[src/verilog/cpu_pkg.sv]
package cpu_pkg;

	localparam int XLEN       = 32;
	localparam int REG_ADDR_W = 5;

	// All-zero word, opcode 0 is not in the subset.
	localparam logic [XLEN-1:0] NOP_INST = '0;

	// Major opcodes.
	typedef enum logic [6:0] {
		OPC_OP_IMM = 7'b0010011,
		OPC_OP     = 7'b0110011
	} opcode_e;

	localparam logic [2:0] FUNCT3_XOR     = 3'b100;
	localparam logic [2:0] FUNCT3_OR      = 3'b110;
	localparam logic [2:0] FUNCT3_AND     = 3'b111;
	localparam logic [2:0] FUNCT3_SLL     = 3'b001;
	localparam logic [2:0] FUNCT3_SRL_SRA = 3'b101;

	localparam logic [6:0] FUNCT7_SRL = 7'b0000000;
	localparam logic [6:0] FUNCT7_SRA = 7'b0100000;

	typedef enum logic [2:0] {
		ALU_NOP = 3'd0,
		ALU_AND = 3'd1,
		ALU_OR  = 3'd2,
		ALU_XOR = 3'd3,
		ALU_SLL = 3'd4,
		ALU_SRL = 3'd5,
		ALU_SRA = 3'd6
	} alu_op_e;

	// Result class picks the ALU output group.
	typedef enum logic [1:0] {
		SEL_NOP   = 2'd0,
		SEL_LOGIC = 2'd1,
		SEL_SHIFT = 2'd2
	} alu_sel_e;

endpackage

[src/verilog/cpu_core.sv]
`timescale 1ns/1ps

module cpu_core (
	input  logic                           i_clk,
	input  logic                           i_rst,
	input  logic [cpu_pkg::XLEN-1:0]       i_inst,
	output logic [cpu_pkg::XLEN-1:0]       o_pc,
	output logic                           o_wb_we,
	output logic [cpu_pkg::REG_ADDR_W-1:0] o_wb_addr,
	output logic [cpu_pkg::XLEN-1:0]       o_wb_data
);

	logic [cpu_pkg::XLEN-1:0]       id_inst;
	logic                           re1, re2;
	logic [cpu_pkg::REG_ADDR_W-1:0] raddr1, raddr2;
	logic [cpu_pkg::XLEN-1:0]       rdata1, rdata2;
	cpu_pkg::alu_op_e               aluop;
	cpu_pkg::alu_sel_e              alusel;
	logic [cpu_pkg::XLEN-1:0]       opv1, opv2;
	logic [cpu_pkg::REG_ADDR_W-1:0] waddr;
	logic                           we;
	logic                           ex_we, mem_we;
	logic [cpu_pkg::REG_ADDR_W-1:0] ex_waddr, mem_waddr;
	logic [cpu_pkg::XLEN-1:0]       ex_wdata, mem_wdata;

	pc_fetch u_fetch (.i_clk(i_clk), .i_rst(i_rst), .i_inst(i_inst), .o_pc(o_pc), .o_inst(id_inst));

	stage_id u_id (
		.i_inst(id_inst), .i_rdata1(rdata1), .i_rdata2(rdata2),
		.i_ex_we(ex_we), .i_ex_waddr(ex_waddr), .i_ex_wdata(ex_wdata),
		.i_mem_we(mem_we), .i_mem_waddr(mem_waddr), .i_mem_wdata(mem_wdata),
		.o_re1(re1), .o_re2(re2), .o_raddr1(raddr1), .o_raddr2(raddr2),
		.o_aluop(aluop), .o_alusel(alusel), .o_opv1(opv1), .o_opv2(opv2),
		.o_waddr(waddr), .o_we(we)
	);

	// Write port is the MEM/WB register.
	reg_file u_rf (
		.i_clk(i_clk), .i_rst(i_rst), .i_re1(re1), .i_re2(re2),
		.i_raddr1(raddr1), .i_raddr2(raddr2),
		.i_we(o_wb_we), .i_waddr(o_wb_addr), .i_wdata(o_wb_data),
		.o_rdata1(rdata1), .o_rdata2(rdata2)
	);

	exec_pipe u_exec (
		.i_clk(i_clk), .i_rst(i_rst), .i_aluop(aluop), .i_alusel(alusel),
		.i_opv1(opv1), .i_opv2(opv2), .i_waddr(waddr), .i_we(we),
		.o_ex_we(ex_we), .o_ex_waddr(ex_waddr), .o_ex_wdata(ex_wdata),
		.o_mem_we(mem_we), .o_mem_waddr(mem_waddr), .o_mem_wdata(mem_wdata),
		.o_wb_we(o_wb_we), .o_wb_addr(o_wb_addr), .o_wb_data(o_wb_data)
	);

endmodule

[src/verilog/exec_pipe.sv]
`timescale 1ns/1ps

module exec_pipe (
	input  logic                           i_clk,
	input  logic                           i_rst,
	input  cpu_pkg::alu_op_e               i_aluop,
	input  cpu_pkg::alu_sel_e              i_alusel,
	input  logic [cpu_pkg::XLEN-1:0]       i_opv1,
	input  logic [cpu_pkg::XLEN-1:0]       i_opv2,
	input  logic [cpu_pkg::REG_ADDR_W-1:0] i_waddr,
	input  logic                           i_we,
	output logic                           o_ex_we,
	output logic [cpu_pkg::REG_ADDR_W-1:0] o_ex_waddr,
	output logic [cpu_pkg::XLEN-1:0]       o_ex_wdata,
	output logic                           o_mem_we,
	output logic [cpu_pkg::REG_ADDR_W-1:0] o_mem_waddr,
	output logic [cpu_pkg::XLEN-1:0]       o_mem_wdata,
	output logic                           o_wb_we,
	output logic [cpu_pkg::REG_ADDR_W-1:0] o_wb_addr,
	output logic [cpu_pkg::XLEN-1:0]       o_wb_data
);

	cpu_pkg::alu_op_e         ex_aluop;
	cpu_pkg::alu_sel_e        ex_alusel;
	logic [cpu_pkg::XLEN-1:0] ex_opv1;
	logic [cpu_pkg::XLEN-1:0] ex_opv2;
	logic [cpu_pkg::XLEN-1:0] logic_res;
	logic [cpu_pkg::XLEN-1:0] shift_res;
	logic [4:0]               shamt;

	// ID/EX register.
	always_ff @(posedge i_clk) begin
		if (i_rst) begin
			o_ex_we   <= 1'b0;
			ex_aluop  <= cpu_pkg::ALU_NOP;
			ex_alusel <= cpu_pkg::SEL_NOP;
		end else begin
			o_ex_we   <= i_we;
			ex_aluop  <= i_aluop;
			ex_alusel <= i_alusel;
		end
	end

	always_ff @(posedge i_clk) begin
		ex_opv1    <= i_opv1;
		ex_opv2    <= i_opv2;
		o_ex_waddr <= i_waddr;
	end

	assign shamt = ex_opv2[4:0];

	always_comb begin
		case (ex_aluop)
			cpu_pkg::ALU_AND: logic_res = ex_opv1 & ex_opv2;
			cpu_pkg::ALU_OR:  logic_res = ex_opv1 | ex_opv2;
			cpu_pkg::ALU_XOR: logic_res = ex_opv1 ^ ex_opv2;
			default:          logic_res = '0;
		endcase
		case (ex_aluop)
			cpu_pkg::ALU_SLL: shift_res = ex_opv1 << shamt;
			cpu_pkg::ALU_SRL: shift_res = ex_opv1 >> shamt;
			cpu_pkg::ALU_SRA: shift_res = $signed(ex_opv1) >>> shamt; // Sign fill.
			default:          shift_res = '0;
		endcase
		case (ex_alusel)
			cpu_pkg::SEL_LOGIC: o_ex_wdata = logic_res;
			cpu_pkg::SEL_SHIFT: o_ex_wdata = shift_res;
			default:            o_ex_wdata = '0;
		endcase
	end

	// EX/MEM and MEM/WB control.
	always_ff @(posedge i_clk) begin
		if (i_rst) begin
			o_mem_we <= 1'b0;
			o_wb_we  <= 1'b0;
		end else begin
			o_mem_we <= o_ex_we;
			o_wb_we  <= o_mem_we;
		end
	end

	always_ff @(posedge i_clk) begin
		o_mem_waddr <= o_ex_waddr;
		o_mem_wdata <= o_ex_wdata;
		o_wb_addr   <= o_mem_waddr;
		o_wb_data   <= o_mem_wdata;
	end

endmodule

[src/verilog/pc_fetch.sv]
`timescale 1ns/1ps

module pc_fetch (
	input  logic                     i_clk,
	input  logic                     i_rst,
	input  logic [cpu_pkg::XLEN-1:0] i_inst,
	output logic [cpu_pkg::XLEN-1:0] o_pc,
	output logic [cpu_pkg::XLEN-1:0] o_inst
);

	// Program counter, one word per cycle.
	always_ff @(posedge i_clk) begin
		if (i_rst) begin
			o_pc <= '0;
		end else begin
			o_pc <= o_pc + 32'd4;
		end
	end

	// IF/ID register.
	always_ff @(posedge i_clk) begin
		if (i_rst) begin
			o_inst <= cpu_pkg::NOP_INST; // Bubble after reset.
		end else begin
			o_inst <= i_inst;
		end
	end

endmodule

[src/verilog/reg_file.sv]
`timescale 1ns/1ps

module reg_file (
	input  logic                           i_clk,
	input  logic                           i_rst,
	input  logic                           i_re1,
	input  logic                           i_re2,
	input  logic [cpu_pkg::REG_ADDR_W-1:0] i_raddr1,
	input  logic [cpu_pkg::REG_ADDR_W-1:0] i_raddr2,
	input  logic                           i_we,
	input  logic [cpu_pkg::REG_ADDR_W-1:0] i_waddr,
	input  logic [cpu_pkg::XLEN-1:0]       i_wdata,
	output logic [cpu_pkg::XLEN-1:0]       o_rdata1,
	output logic [cpu_pkg::XLEN-1:0]       o_rdata2
);

	logic [cpu_pkg::XLEN-1:0] regs [0:31];

	always_ff @(posedge i_clk) begin
		if (i_rst) begin
			for (int i = 0; i < 32; i++) begin
				regs[5'(i)] <= '0;
			end
		end else if (i_we) begin
			regs[i_waddr] <= i_wdata;
		end
	end

	// Write-first read of one port.
	function automatic logic [cpu_pkg::XLEN-1:0] read_port(
		input logic                           re,
		input logic [cpu_pkg::REG_ADDR_W-1:0] addr
	);
		logic [cpu_pkg::XLEN-1:0] val;
		if (!re) begin
			val = '0;
		end else if (i_we && (i_waddr == addr)) begin
			val = i_wdata; // Writeback bypass.
		end else begin
			val = regs[addr];
		end
		return val;
	endfunction

	always_comb begin
		o_rdata1 = read_port(i_re1, i_raddr1);
		o_rdata2 = read_port(i_re2, i_raddr2);
	end

endmodule

[src/verilog/stage_id.sv]
`timescale 1ns/1ps

module stage_id (
	input  logic [cpu_pkg::XLEN-1:0]       i_inst,
	input  logic [cpu_pkg::XLEN-1:0]       i_rdata1,
	input  logic [cpu_pkg::XLEN-1:0]       i_rdata2,
	input  logic                           i_ex_we,
	input  logic [cpu_pkg::REG_ADDR_W-1:0] i_ex_waddr,
	input  logic [cpu_pkg::XLEN-1:0]       i_ex_wdata,
	input  logic                           i_mem_we,
	input  logic [cpu_pkg::REG_ADDR_W-1:0] i_mem_waddr,
	input  logic [cpu_pkg::XLEN-1:0]       i_mem_wdata,
	output logic                           o_re1,
	output logic                           o_re2,
	output logic [cpu_pkg::REG_ADDR_W-1:0] o_raddr1,
	output logic [cpu_pkg::REG_ADDR_W-1:0] o_raddr2,
	output cpu_pkg::alu_op_e               o_aluop,
	output cpu_pkg::alu_sel_e              o_alusel,
	output logic [cpu_pkg::XLEN-1:0]       o_opv1,
	output logic [cpu_pkg::XLEN-1:0]       o_opv2,
	output logic [cpu_pkg::REG_ADDR_W-1:0] o_waddr,
	output logic                           o_we
);

	cpu_pkg::opcode_e               opcode;
	logic [2:0]                     funct3;
	logic [6:0]                     funct7;
	logic [cpu_pkg::REG_ADDR_W-1:0] rd;
	logic [cpu_pkg::REG_ADDR_W-1:0] rs1;
	logic [cpu_pkg::REG_ADDR_W-1:0] rs2;
	logic [cpu_pkg::XLEN-1:0]       imm_logic;
	logic [cpu_pkg::XLEN-1:0]       imm_shamt;
	logic [cpu_pkg::XLEN-1:0]       imm;
	logic                           inst_valid;

	assign opcode = cpu_pkg::opcode_e'(i_inst[6:0]);
	assign funct3 = i_inst[14:12];
	assign funct7 = i_inst[31:25];
	assign rd     = i_inst[11:7];
	assign rs1    = i_inst[19:15];
	assign rs2    = i_inst[24:20];

	// Zero-extended, unlike the ISA.
	assign imm_logic = {20'h0, i_inst[31:20]};
	assign imm_shamt = {27'h0, i_inst[24:20]};

	always_comb begin
		o_aluop    = cpu_pkg::ALU_NOP;
		o_alusel   = cpu_pkg::SEL_NOP;
		inst_valid = 1'b0;
		imm        = '0;
		o_re1      = 1'b0;
		o_re2      = 1'b0;
		case (opcode)
			cpu_pkg::OPC_OP_IMM: begin
				case (funct3)
					cpu_pkg::FUNCT3_XOR: begin
						o_aluop    = cpu_pkg::ALU_XOR;
						o_alusel   = cpu_pkg::SEL_LOGIC;
						inst_valid = 1'b1;
						imm        = imm_logic;
					end
					cpu_pkg::FUNCT3_OR: begin
						o_aluop    = cpu_pkg::ALU_OR;
						o_alusel   = cpu_pkg::SEL_LOGIC;
						inst_valid = 1'b1;
						imm        = imm_logic;
					end
					cpu_pkg::FUNCT3_AND: begin
						o_aluop    = cpu_pkg::ALU_AND;
						o_alusel   = cpu_pkg::SEL_LOGIC;
						inst_valid = 1'b1;
						imm        = imm_logic;
					end
					cpu_pkg::FUNCT3_SLL: begin
						o_aluop    = cpu_pkg::ALU_SLL;
						o_alusel   = cpu_pkg::SEL_SHIFT;
						inst_valid = 1'b1;
						imm        = imm_shamt;
					end
					cpu_pkg::FUNCT3_SRL_SRA: begin
						// funct7 splits logical from arithmetic.
						if (funct7 == cpu_pkg::FUNCT7_SRL) begin
							o_aluop    = cpu_pkg::ALU_SRL;
							o_alusel   = cpu_pkg::SEL_SHIFT;
							inst_valid = 1'b1;
							imm        = imm_shamt;
						end else if (funct7 == cpu_pkg::FUNCT7_SRA) begin
							o_aluop    = cpu_pkg::ALU_SRA;
							o_alusel   = cpu_pkg::SEL_SHIFT;
							inst_valid = 1'b1;
							imm        = imm_shamt;
						end
					end
					default: begin
					end
				endcase
				o_re1 = inst_valid;
			end
			cpu_pkg::OPC_OP: begin
				case (funct3)
					cpu_pkg::FUNCT3_XOR: begin
						o_aluop    = cpu_pkg::ALU_XOR;
						inst_valid = 1'b1;
					end
					cpu_pkg::FUNCT3_OR: begin
						o_aluop    = cpu_pkg::ALU_OR;
						inst_valid = 1'b1;
					end
					cpu_pkg::FUNCT3_AND: begin
						o_aluop    = cpu_pkg::ALU_AND;
						inst_valid = 1'b1;
					end
					default: begin
					end
				endcase
				if (inst_valid) begin
					o_alusel = cpu_pkg::SEL_LOGIC;
				end
				o_re1 = inst_valid;
				o_re2 = inst_valid;
			end
			default: begin
			end
		endcase
	end

	assign o_raddr1 = rs1;
	assign o_raddr2 = rs2;
	assign o_waddr  = rd;
	assign o_we     = inst_valid && (rd != '0); // No write to x0.

	// Youngest producer wins, then the register file.
	function automatic logic [cpu_pkg::XLEN-1:0] pick_operand(
		input logic                           re,
		input logic [cpu_pkg::REG_ADDR_W-1:0] addr,
		input logic [cpu_pkg::XLEN-1:0]       rdata
	);
		logic [cpu_pkg::XLEN-1:0] val;
		if (!re) begin
			val = imm;
		end else if (i_ex_we && (i_ex_waddr == addr)) begin
			val = i_ex_wdata;
		end else if (i_mem_we && (i_mem_waddr == addr)) begin
			val = i_mem_wdata;
		end else begin
			val = rdata;
		end
		return val;
	endfunction

	always_comb begin
		o_opv1 = pick_operand(o_re1, rs1, i_rdata1);
		o_opv2 = pick_operand(o_re2, rs2, i_rdata2);
	end

endmodule
[config.mk]
export PLATFORM = sky130hd
export DESIGN_NAME = cpu_core
export DESIGN_NICKNAME = d
export VERILOG_FILES = /design/src/verilog/cpu_pkg.sv /design/src/verilog/cpu_core.sv /design/src/verilog/exec_pipe.sv /design/src/verilog/pc_fetch.sv /design/src/verilog/reg_file.sv /design/src/verilog/stage_id.sv
export SDC_FILE = /design/constraint.sdc
export NUM_CORES = 2
export LEC_CHECK = 0
export BUFFER_PORTS_ARGS = -buffer_cell sky130_fd_sc_hd__buf_2
export CAP_MARGIN = 25
export CELL_PAD_IN_SITES_DETAIL_PLACEMENT = 0
export CELL_PAD_IN_SITES_GLOBAL_PLACEMENT = 1
export CORE_ASPECT_RATIO = 0.7
export CORE_UTILIZATION = 55
export CTS_BUF_LIST = sky130_fd_sc_hd__clkbuf_8
export DETAILED_ROUTE_END_ITERATION = 8
export PLACE_DENSITY_LB_ADDON = 0.1
export SETUP_SLACK_MARGIN = 0.4
export SLEW_MARGIN = 20
export SYNTH_ARGS = -nofsm -noshare
export SYNTH_HDL_FRONTEND = slang
export SYNTH_HIERARCHICAL = 1
export SYNTH_SLANG_ARGS = --single-unit
[constraint.sdc]
create_clock -name i_clk -period 8.1 [get_ports i_clk]
set_input_delay 1.215 -clock i_clk [delete_from_list [all_inputs] [get_ports i_clk]]
set_output_delay 1.215 -clock i_clk [all_outputs]
set_load 0.01 [all_outputs]
== Word level (Yosys, flattened, before mapping) ==
Memories as Yosys holds them, arrays and structs flattened. A register that Yosys moved wholly into a read port is not among the register bits.
Index checks and enable logic that the tools add are counted.

* Reductions and logical operators: 12
* Shift operators: 3
* Bitwise operators: 3
* Mux-type cells: 42
* Eq/ne operators: 22
* $add $sub $neg: 1

{| class="wikitable"
|+ Operators by type and width
! operator !! number
|-
| 32-bit two-way mux || 11
|-
| 32-bit case mux with 3 select lines || 3
|-
| 32-bit case mux with 2 select lines || 1
|-
| 32-bit by 3-bit adder with 32-bit output, second input constant || 1
|-
| 32-bit bitwise AND || 1
|-
| 32-bit OR || 1
|-
| 32-bit OR reduction || 1
|-
| 32-bit by 5-bit << shifter with 32-bit output || 1
|-
| 32-bit by 5-bit >> shifter with 32-bit output || 1
|-
| 32-bit by 5-bit >>> shifter with 32-bit output || 1
|-
| 32-bit XOR || 1
|-
| 5-bit equality test || 6
|-
| 3-bit equality test, second input constant || 7
|-
| 5-bit two-way mux || 4
|-
| 3-bit case mux with 5 select lines || 1
|-
| 7-bit by 6-bit equality test with 1-bit output, second input constant || 2
|-
| 1-bit two-way mux || 12
|-
| 2-bit case mux with 3 select lines || 2
|-
| 7-bit by 5-bit equality test with 1-bit output, second input constant || 1
|-
| 1-bit logical AND || 7
|-
| 7-bit logical NOT || 1
|-
| 3-bit by 1-bit equality test with 1-bit output, second input constant || 2
|-
| 3-bit by 2-bit equality test with 1-bit output, second input constant || 2
|-
| 3-bit two-way mux || 2
|-
| other kinds (9) || 11
|}

* Bits in registers: 215
* Logic and storage cells: 98
* Memories: 1
* Output and inout port bits: 70
* Bits in writable memories: 1,024

{| class="wikitable"
|+ Memory list
! name !! words !! bits a word !! read ports !! clocked after Yosys merged registers in !! write ports !! RTL line !! RTL
|-
| u_rf.regs || 32 || 32 || 2 || 2 || 32 || reg_file.sv:17 || <nowiki>logic [cpu_pkg::XLEN-1:0] regs [0:31];</nowiki>
|}

== Longest topological paths before layout ==
* Depth in word-level cells: 6
* Gate-level depth with buffers: 14
* Gate-level depth less buffers: 10

== By module ==
The synthesis kept the hierarchy.

{| class="wikitable"
|+ By module, submodules not included
! module !! instances !! area an instance (sq um) !! cells an instance !! seq. area each (sq um)
|-
| reg_file || 1 || 56,082.5 || 4,024 || 30,749.5
|-
| exec_pipe || 1 || 9,167.5 || 916 || 3,022.9
|-
| pc_fetch || 1 || 2,254.7 || 229 || 1,241.2
|-
| stage_id || 1 || 2,198.4 || 344 || 0.0
|}

== Least setup slack after synthesis ==
OpenSTA, ideal clock, no wires.

* Path type: input to register
* Start: input i_rst
* End: memory u_rf/regs[12][0] in the netlist's numbering, enable pin
* Arrival time: 2.537 ns
* Data required time: 7.725 ns
* Stages: 5
* Path slack: 5.188 ns
* Setup time: 0.375 ns
* Cells stage by stage: nand2b_1 or3_1 clkbuf_1 nor2_1 or2_2

{| class="wikitable"
|+ RTL lines
! item !! RTL line !! RTL
|-
| start: declaration || cpu_core.sv:5 || <nowiki>input logic i_rst,</nowiki>
|-
| end: declaration || reg_file.sv:17 ||
|}

== Worst setup path after layout ==
* Start: register u_exec.ex_aluop[1]
* End: register u_exec/ex_opv2[2] in the netlist's numbering

* Longest elaborated chain between the ends: 5

{| class="wikitable"
|+ Ends and longest elaborated chain
! item !! RTL line !! RTL
|-
| start: declaration || exec_pipe.sv:23 || <nowiki>cpu_pkg::alu_op_e ex_aluop;</nowiki>
|-
| start signal: assignment || exec_pipe.sv:35 || <nowiki>ex_aluop <= cpu_pkg::ALU_NOP;</nowiki>
|-
| start signal: assignment || exec_pipe.sv:39 || <nowiki>ex_aluop <= i_aluop;</nowiki>
|-
| 3-bit equality test (tied with other cells) || exec_pipe.sv:59 || <nowiki>case (ex_aluop)</nowiki>
|-
| 32-bit case mux with 3 select lines, on equally long branches || exec_pipe.sv:59, exec_pipe.sv:53 ||
|-
| 32-bit case mux with 2 select lines * || exec_pipe.sv:65 || <nowiki>case (ex_alusel)</nowiki>
|-
| net ex_wdata (one bit) || cpu_core.sv:24 || <nowiki>logic [cpu_pkg::XLEN-1:0] ex_wdata, mem_wdata;</nowiki>
|-
| 32-bit two-way mux * || stage_id.sv:142 || <nowiki>end else if (i_ex_we && (i_ex_waddr == addr)) begin</nowiki>
|-
| 32-bit two-way mux * || stage_id.sv:140 || <nowiki>if (!re) begin</nowiki>
|-
| net opv2 (one bit) || cpu_core.sv:19 || <nowiki>logic [cpu_pkg::XLEN-1:0] opv1, opv2;</nowiki>
|-
| end signal: assignment || exec_pipe.sv:46 || <nowiki>ex_opv2 <= i_opv2;</nowiki>
|-
| end: declaration || exec_pipe.sv:26 || <nowiki>logic [cpu_pkg::XLEN-1:0] ex_opv2;</nowiki>
|}

The timed path passes the listed nets; every way through them passes the cells marked *.
A chain may end at the register's enable or synchronous reset.

==> flow_summary.rst <==
.. list-table::
   :header-rows: 1

   * - Metric
     - Value
   * - Outcome
     - finished clean
   * - DRC viols
     - 0
   * - Transition time at the pin with the least slew margin
     - 1.26 ns
   * - Number of library cell types mapped by synthesis
     - 88
   * - Final estimated routing congestion in global placement
     - 1.03
   * - Synthesis-to-layout area growth
     - 6.74%
   * - Overflow after GRT
     - 0
   * - Share of synthesized area occupied by flip-flops and latches
     - 50.2%
   * - Cell chosen for the clock root
     - sky130_fd_sc_hd__clkbuf_8
   * - Std-Cell Rows
     - 108
   * - Cell count after synthesis
     - 5513
   * - Largest net degree at the start of global routing
     - 81
   * - Max-slew violation count
     - 0
   * - Post-CTS Repair Setup Buffers
     - 0
   * - Total of max-cap violations
     - 0
   * - Number of nets in the finished design
     - 5472
   * - First-pass GRT wire length
     - 356000 um
   * - Startpoint kind of the worst setup timing path
     - flop
   * - Max H-tree Level
     - 4
   * - Required arrival time at the worst endpoint
     - 8.95 ns
   * - Origin of the critical flop-to-flop path
     - u_exec/ex_aluop[1]$_SDFF_PP0_
   * - Die width
     - 427 um
   * - Critical path origin
     - u_exec/ex_aluop[1]$_SDFF_PP0_
   * - Proportion of register bits with asynchronous set or reset after synthesis
     - 0%
   * - Total of buffers placed on input and output ports
     - 101
   * - Final routed wirelength across all metal layers
     - 255000 um
   * - Final setup violation count
     - 0
   * - Leakage
     - 26.0 nW
   * - Top-area cell type share of the netlist area
     - 44.1%
   * - Largest stage delay on the critical path
     - 0.91 ns
   * - Final HPWL DP
     - 171000 um
   * - Die Y
     - 300 um
   * - Crit path time final
     - 4.39 ns
   * - Via count of the first global-routing pass
     - 46400
   * - Drt via density
     - 7.03
   * - WL/cell
     - 35.5 um
   * - Fraction of final layout cells with drive strength greater than 1
     - 18.3%
   * - Initial DRC count
     - 8242
   * - Crit. End Element
     - flop
   * - Total of flip-flops plus latches after synthesis
     - 1237
   * - Critical path arrival
     - 5.23 ns
   * - Slew HR
     - 15.8%
   * - Prevailing post-synth register cell
     - sky130_fd_sc_hd__edfxtp_1
   * - Global-route total usage across every layer
     - 39.4%
   * - Netlist area before placement
     - 69700 um^2
   * - Core Footprint
     - 125000 um^2
   * - Power per Cell Area
     - 180 nW/um^2
   * - Sum of negative setup slack
     - 0 ns
   * - CP max-delay cell
     - sky130_fd_sc_hd__a21oi_1
   * - Cell types occupying the most area after synthesis
     - sky130_fd_sc_hd__edfxtp_1, sky130_fd_sc_hd__mux4_2, sky130_fd_sc_hd__and2_1
   * - Clock insertion delay at the later pin of the skew report
     - 0.94 ns
   * - I/O pin count
     - 104
   * - Synth Warn #
     - 6
   * - Endpoints failing hold
     - 0
   * - Vias after detailed routing
     - 50500
   * - Cell repeated most along the worst path
     - sky130_fd_sc_hd__o21ai_0
   * - Die area
     - 128000 um^2
   * - Number of nets with antenna violations after detailed routing
     - 0
   * - Critical-path maximum fanout
     - 20
   * - Cell Area, Placed
     - 70700 um^2
   * - Number of buffers inserted by hold repair at cts
     - 0
   * - Cell taking the most area after synthesis
     - sky130_fd_sc_hd__edfxtp_1
   * - Setup repair after global routing missed its margin
     - false
   * - Max VDD drop
     - 154 uV
   * - Most numerous cell in the Yosys netlist
     - sky130_fd_sc_hd__and2_1
   * - Period utilisation layout
     - 54.2%
   * - Count of flip-flops with a built-in enable after synthesis
     - 1024
   * - Max Buffers Root-to-Sink
     - 3
   * - Worst hold path type
     - reg -> reg
   * - Worst Path Class, Setup
     - reg -> reg
   * - Design area
     - 74400 um^2
   * - Worst Hold Launch
     - u_exec/o_mem_wdata[0]$_DFF_P_
   * - TritonCTS clock tree
     - yes
   * - TritonCTS sink count
     - 1237
   * - Crit path cell chain
     - buf_4 > xor2_1 > buf_4 > nand3_1 > a21oi_1 > o21ai_0 > o21ai_0 > o21ai_0 > o2bb2ai_1
   * - Starting density of the core
     - 55.8%
   * - Number of resized instances in the post-cts repair step
     - 0
   * - Antenna violations before repair
     - 12
   * - Detailed-routing iteration count for the pre-antenna-repair pass
     - 6
   * - Mean Syn Cell Area
     - 12.6 um^2
   * - Clock-pin slew on the worst setup and hold paths
     - 0.07 ns
   * - Clock buffers created by TritonCTS
     - 190
   * - Final setup skew
     - 0.0321 ns
   * - Most used standard cells in the synthesized netlist
     - sky130_fd_sc_hd__and2_1, sky130_fd_sc_hd__edfxtp_1, sky130_fd_sc_hd__mux2i_1, sky130_fd_sc_hd__clkbuf_1, sky130_fd_sc_hd__mux4_2
   * - Max frequency
     - 228 MHz
cells by family (layout without fill, tap and decap cells):
| group | count (synthesis) | in the layout | synth area share (%) |
|---|---|---|---|
| AO/OA/AOI/OAI | 943 | 943 | 10.1 |
| XOR/XNOR | 43 | 43 | 0.540 |
| AND/OR/NAND/NOR | 1657 | 1657 | 13.7 |
| other | 1 | 12 | 0.00538 |
| adder cells (fa/ha/maj) | 69 | 69 | 1.24 |
| flip-flops | 1237 | 1237 | 50.2 |
| multiplexers | 902 | 902 | 19.5 |
| buffers and inverters | 661 | 669 | 4.73 |
sequential cells by signal, indices dropped and copies added (netlist names):
name,count
u_rf/regs,1024
u_exec/ex_opv1,32
u_exec/ex_opv2,32
u_exec/o_mem_wdata,32
u_exec/o_wb_data,32
u_fetch/o_inst,32
u_fetch/o_pc,30
u_exec/o_ex_waddr,5
u_exec/o_mem_waddr,5
u_exec/o_wb_addr,5
u_exec/ex_aluop,3
u_exec/ex_alusel,2
u_exec/o_ex_we,1
u_exec/o_mem_we,1
u_exec/o_wb_we,1
worst paths after layout:
kind                            depth (start not counted)  slack [ns]                     endpoint
worst min-delay path                                    0        0.34  u_exec/o_wb_data[0]$_DFF_P_
worst max register to register                          9        3.71    u_exec/ex_opv2[2]$_DFF_P_
worst max-delay path                                    9        3.71    u_exec/ex_opv2[2]$_DFF_P_
worst min register to register                          0        0.34  u_exec/o_wb_data[0]$_DFF_P_
power by group:
group / switching (W) / internal, W
clock network: 0.00257 / 0.00240
registers: 0.000161 / 0.00705
logic: 0.000752 / 0.000433
total: 0.00348 / 0.00989
cells in the final DEF, fill, tap and decap left out, types with 83 or more instances in the layout:
cell type,synthesis,final
sky130_fd_sc_hd__nor2_1,168,132
sky130_fd_sc_hd__mux2i_1,520,520
sky130_fd_sc_hd__dfxtp_1,213,183
sky130_fd_sc_hd__and2_1,1042,1040
sky130_fd_sc_hd__a221o_1,83,83
sky130_fd_sc_hd__clkbuf_8,0,206
sky130_fd_sc_hd__inv_1,85,149
sky130_fd_sc_hd__nand2_1,132,132
sky130_fd_sc_hd__edfxtp_1,1024,1024
sky130_fd_sc_hd__a21oi_1,146,146
sky130_fd_sc_hd__a221oi_1,185,185
sky130_fd_sc_hd__buf_4,58,123
sky130_fd_sc_hd__buf_2,60,101
sky130_fd_sc_hd__mux4_2,357,357
sky130_fd_sc_hd__o21ai_0,160,160
layout make-up:
type / count / area, um^2
Multi-Input combinational cell: 3616 / 31700
Sequential cell: 1237 / 35100
Antenna cell: 10 / 25.0
Fill cell: 9953 / 50500
Tap cell: 1650 / 2060
Clock buffer: 206 / 2840
Inverter: 87 / 327
Timing Repair Buffer: 237 / 1680
Clock inverter: 139 / 658
per-layer routing:
| metal | global-route usage (%) | part of all wire (%) | vias up |
|---|---|---|---|
| met5 | 0 | 0.087 | - |
| met4 | 13.4 | 3.6 | 6 |
| met3 | 13.1 | 15 | 473 |
| met2 | 52.2 | 40 | 3785 |
| met1 | 59.8 | 41 | 25500 |
| li1 | - | - | 20700 |
metrics by stage:
stage          setup WS [ns]  power [W]  util (%)  std cells  hold slack, ns
6_report                3.71     0.0134      59.6       7182           0.342
3_3_place_gp            3.28    0.00846      56.6       6816           0.327
4_1_cts                 3.76     0.0134      59.4       7163           0.341
5_1_grt                 3.58     0.0137      59.6       7176           0.344
2_1_floorplan           5.19    0.00805         -       5514           0.324
3_5_place_dp            3.22    0.00848      56.6       6818           0.332
critical path: cells and delay by family (launching register included):
family          cells  cell delay [ns]
xor+xnor            1             0.19
flops               1             0.31
compound gates      5             2.43
simple gates        1             0.74
buf+inv             2             0.62
Note: power is estimated with default switching activity, not from simulation.
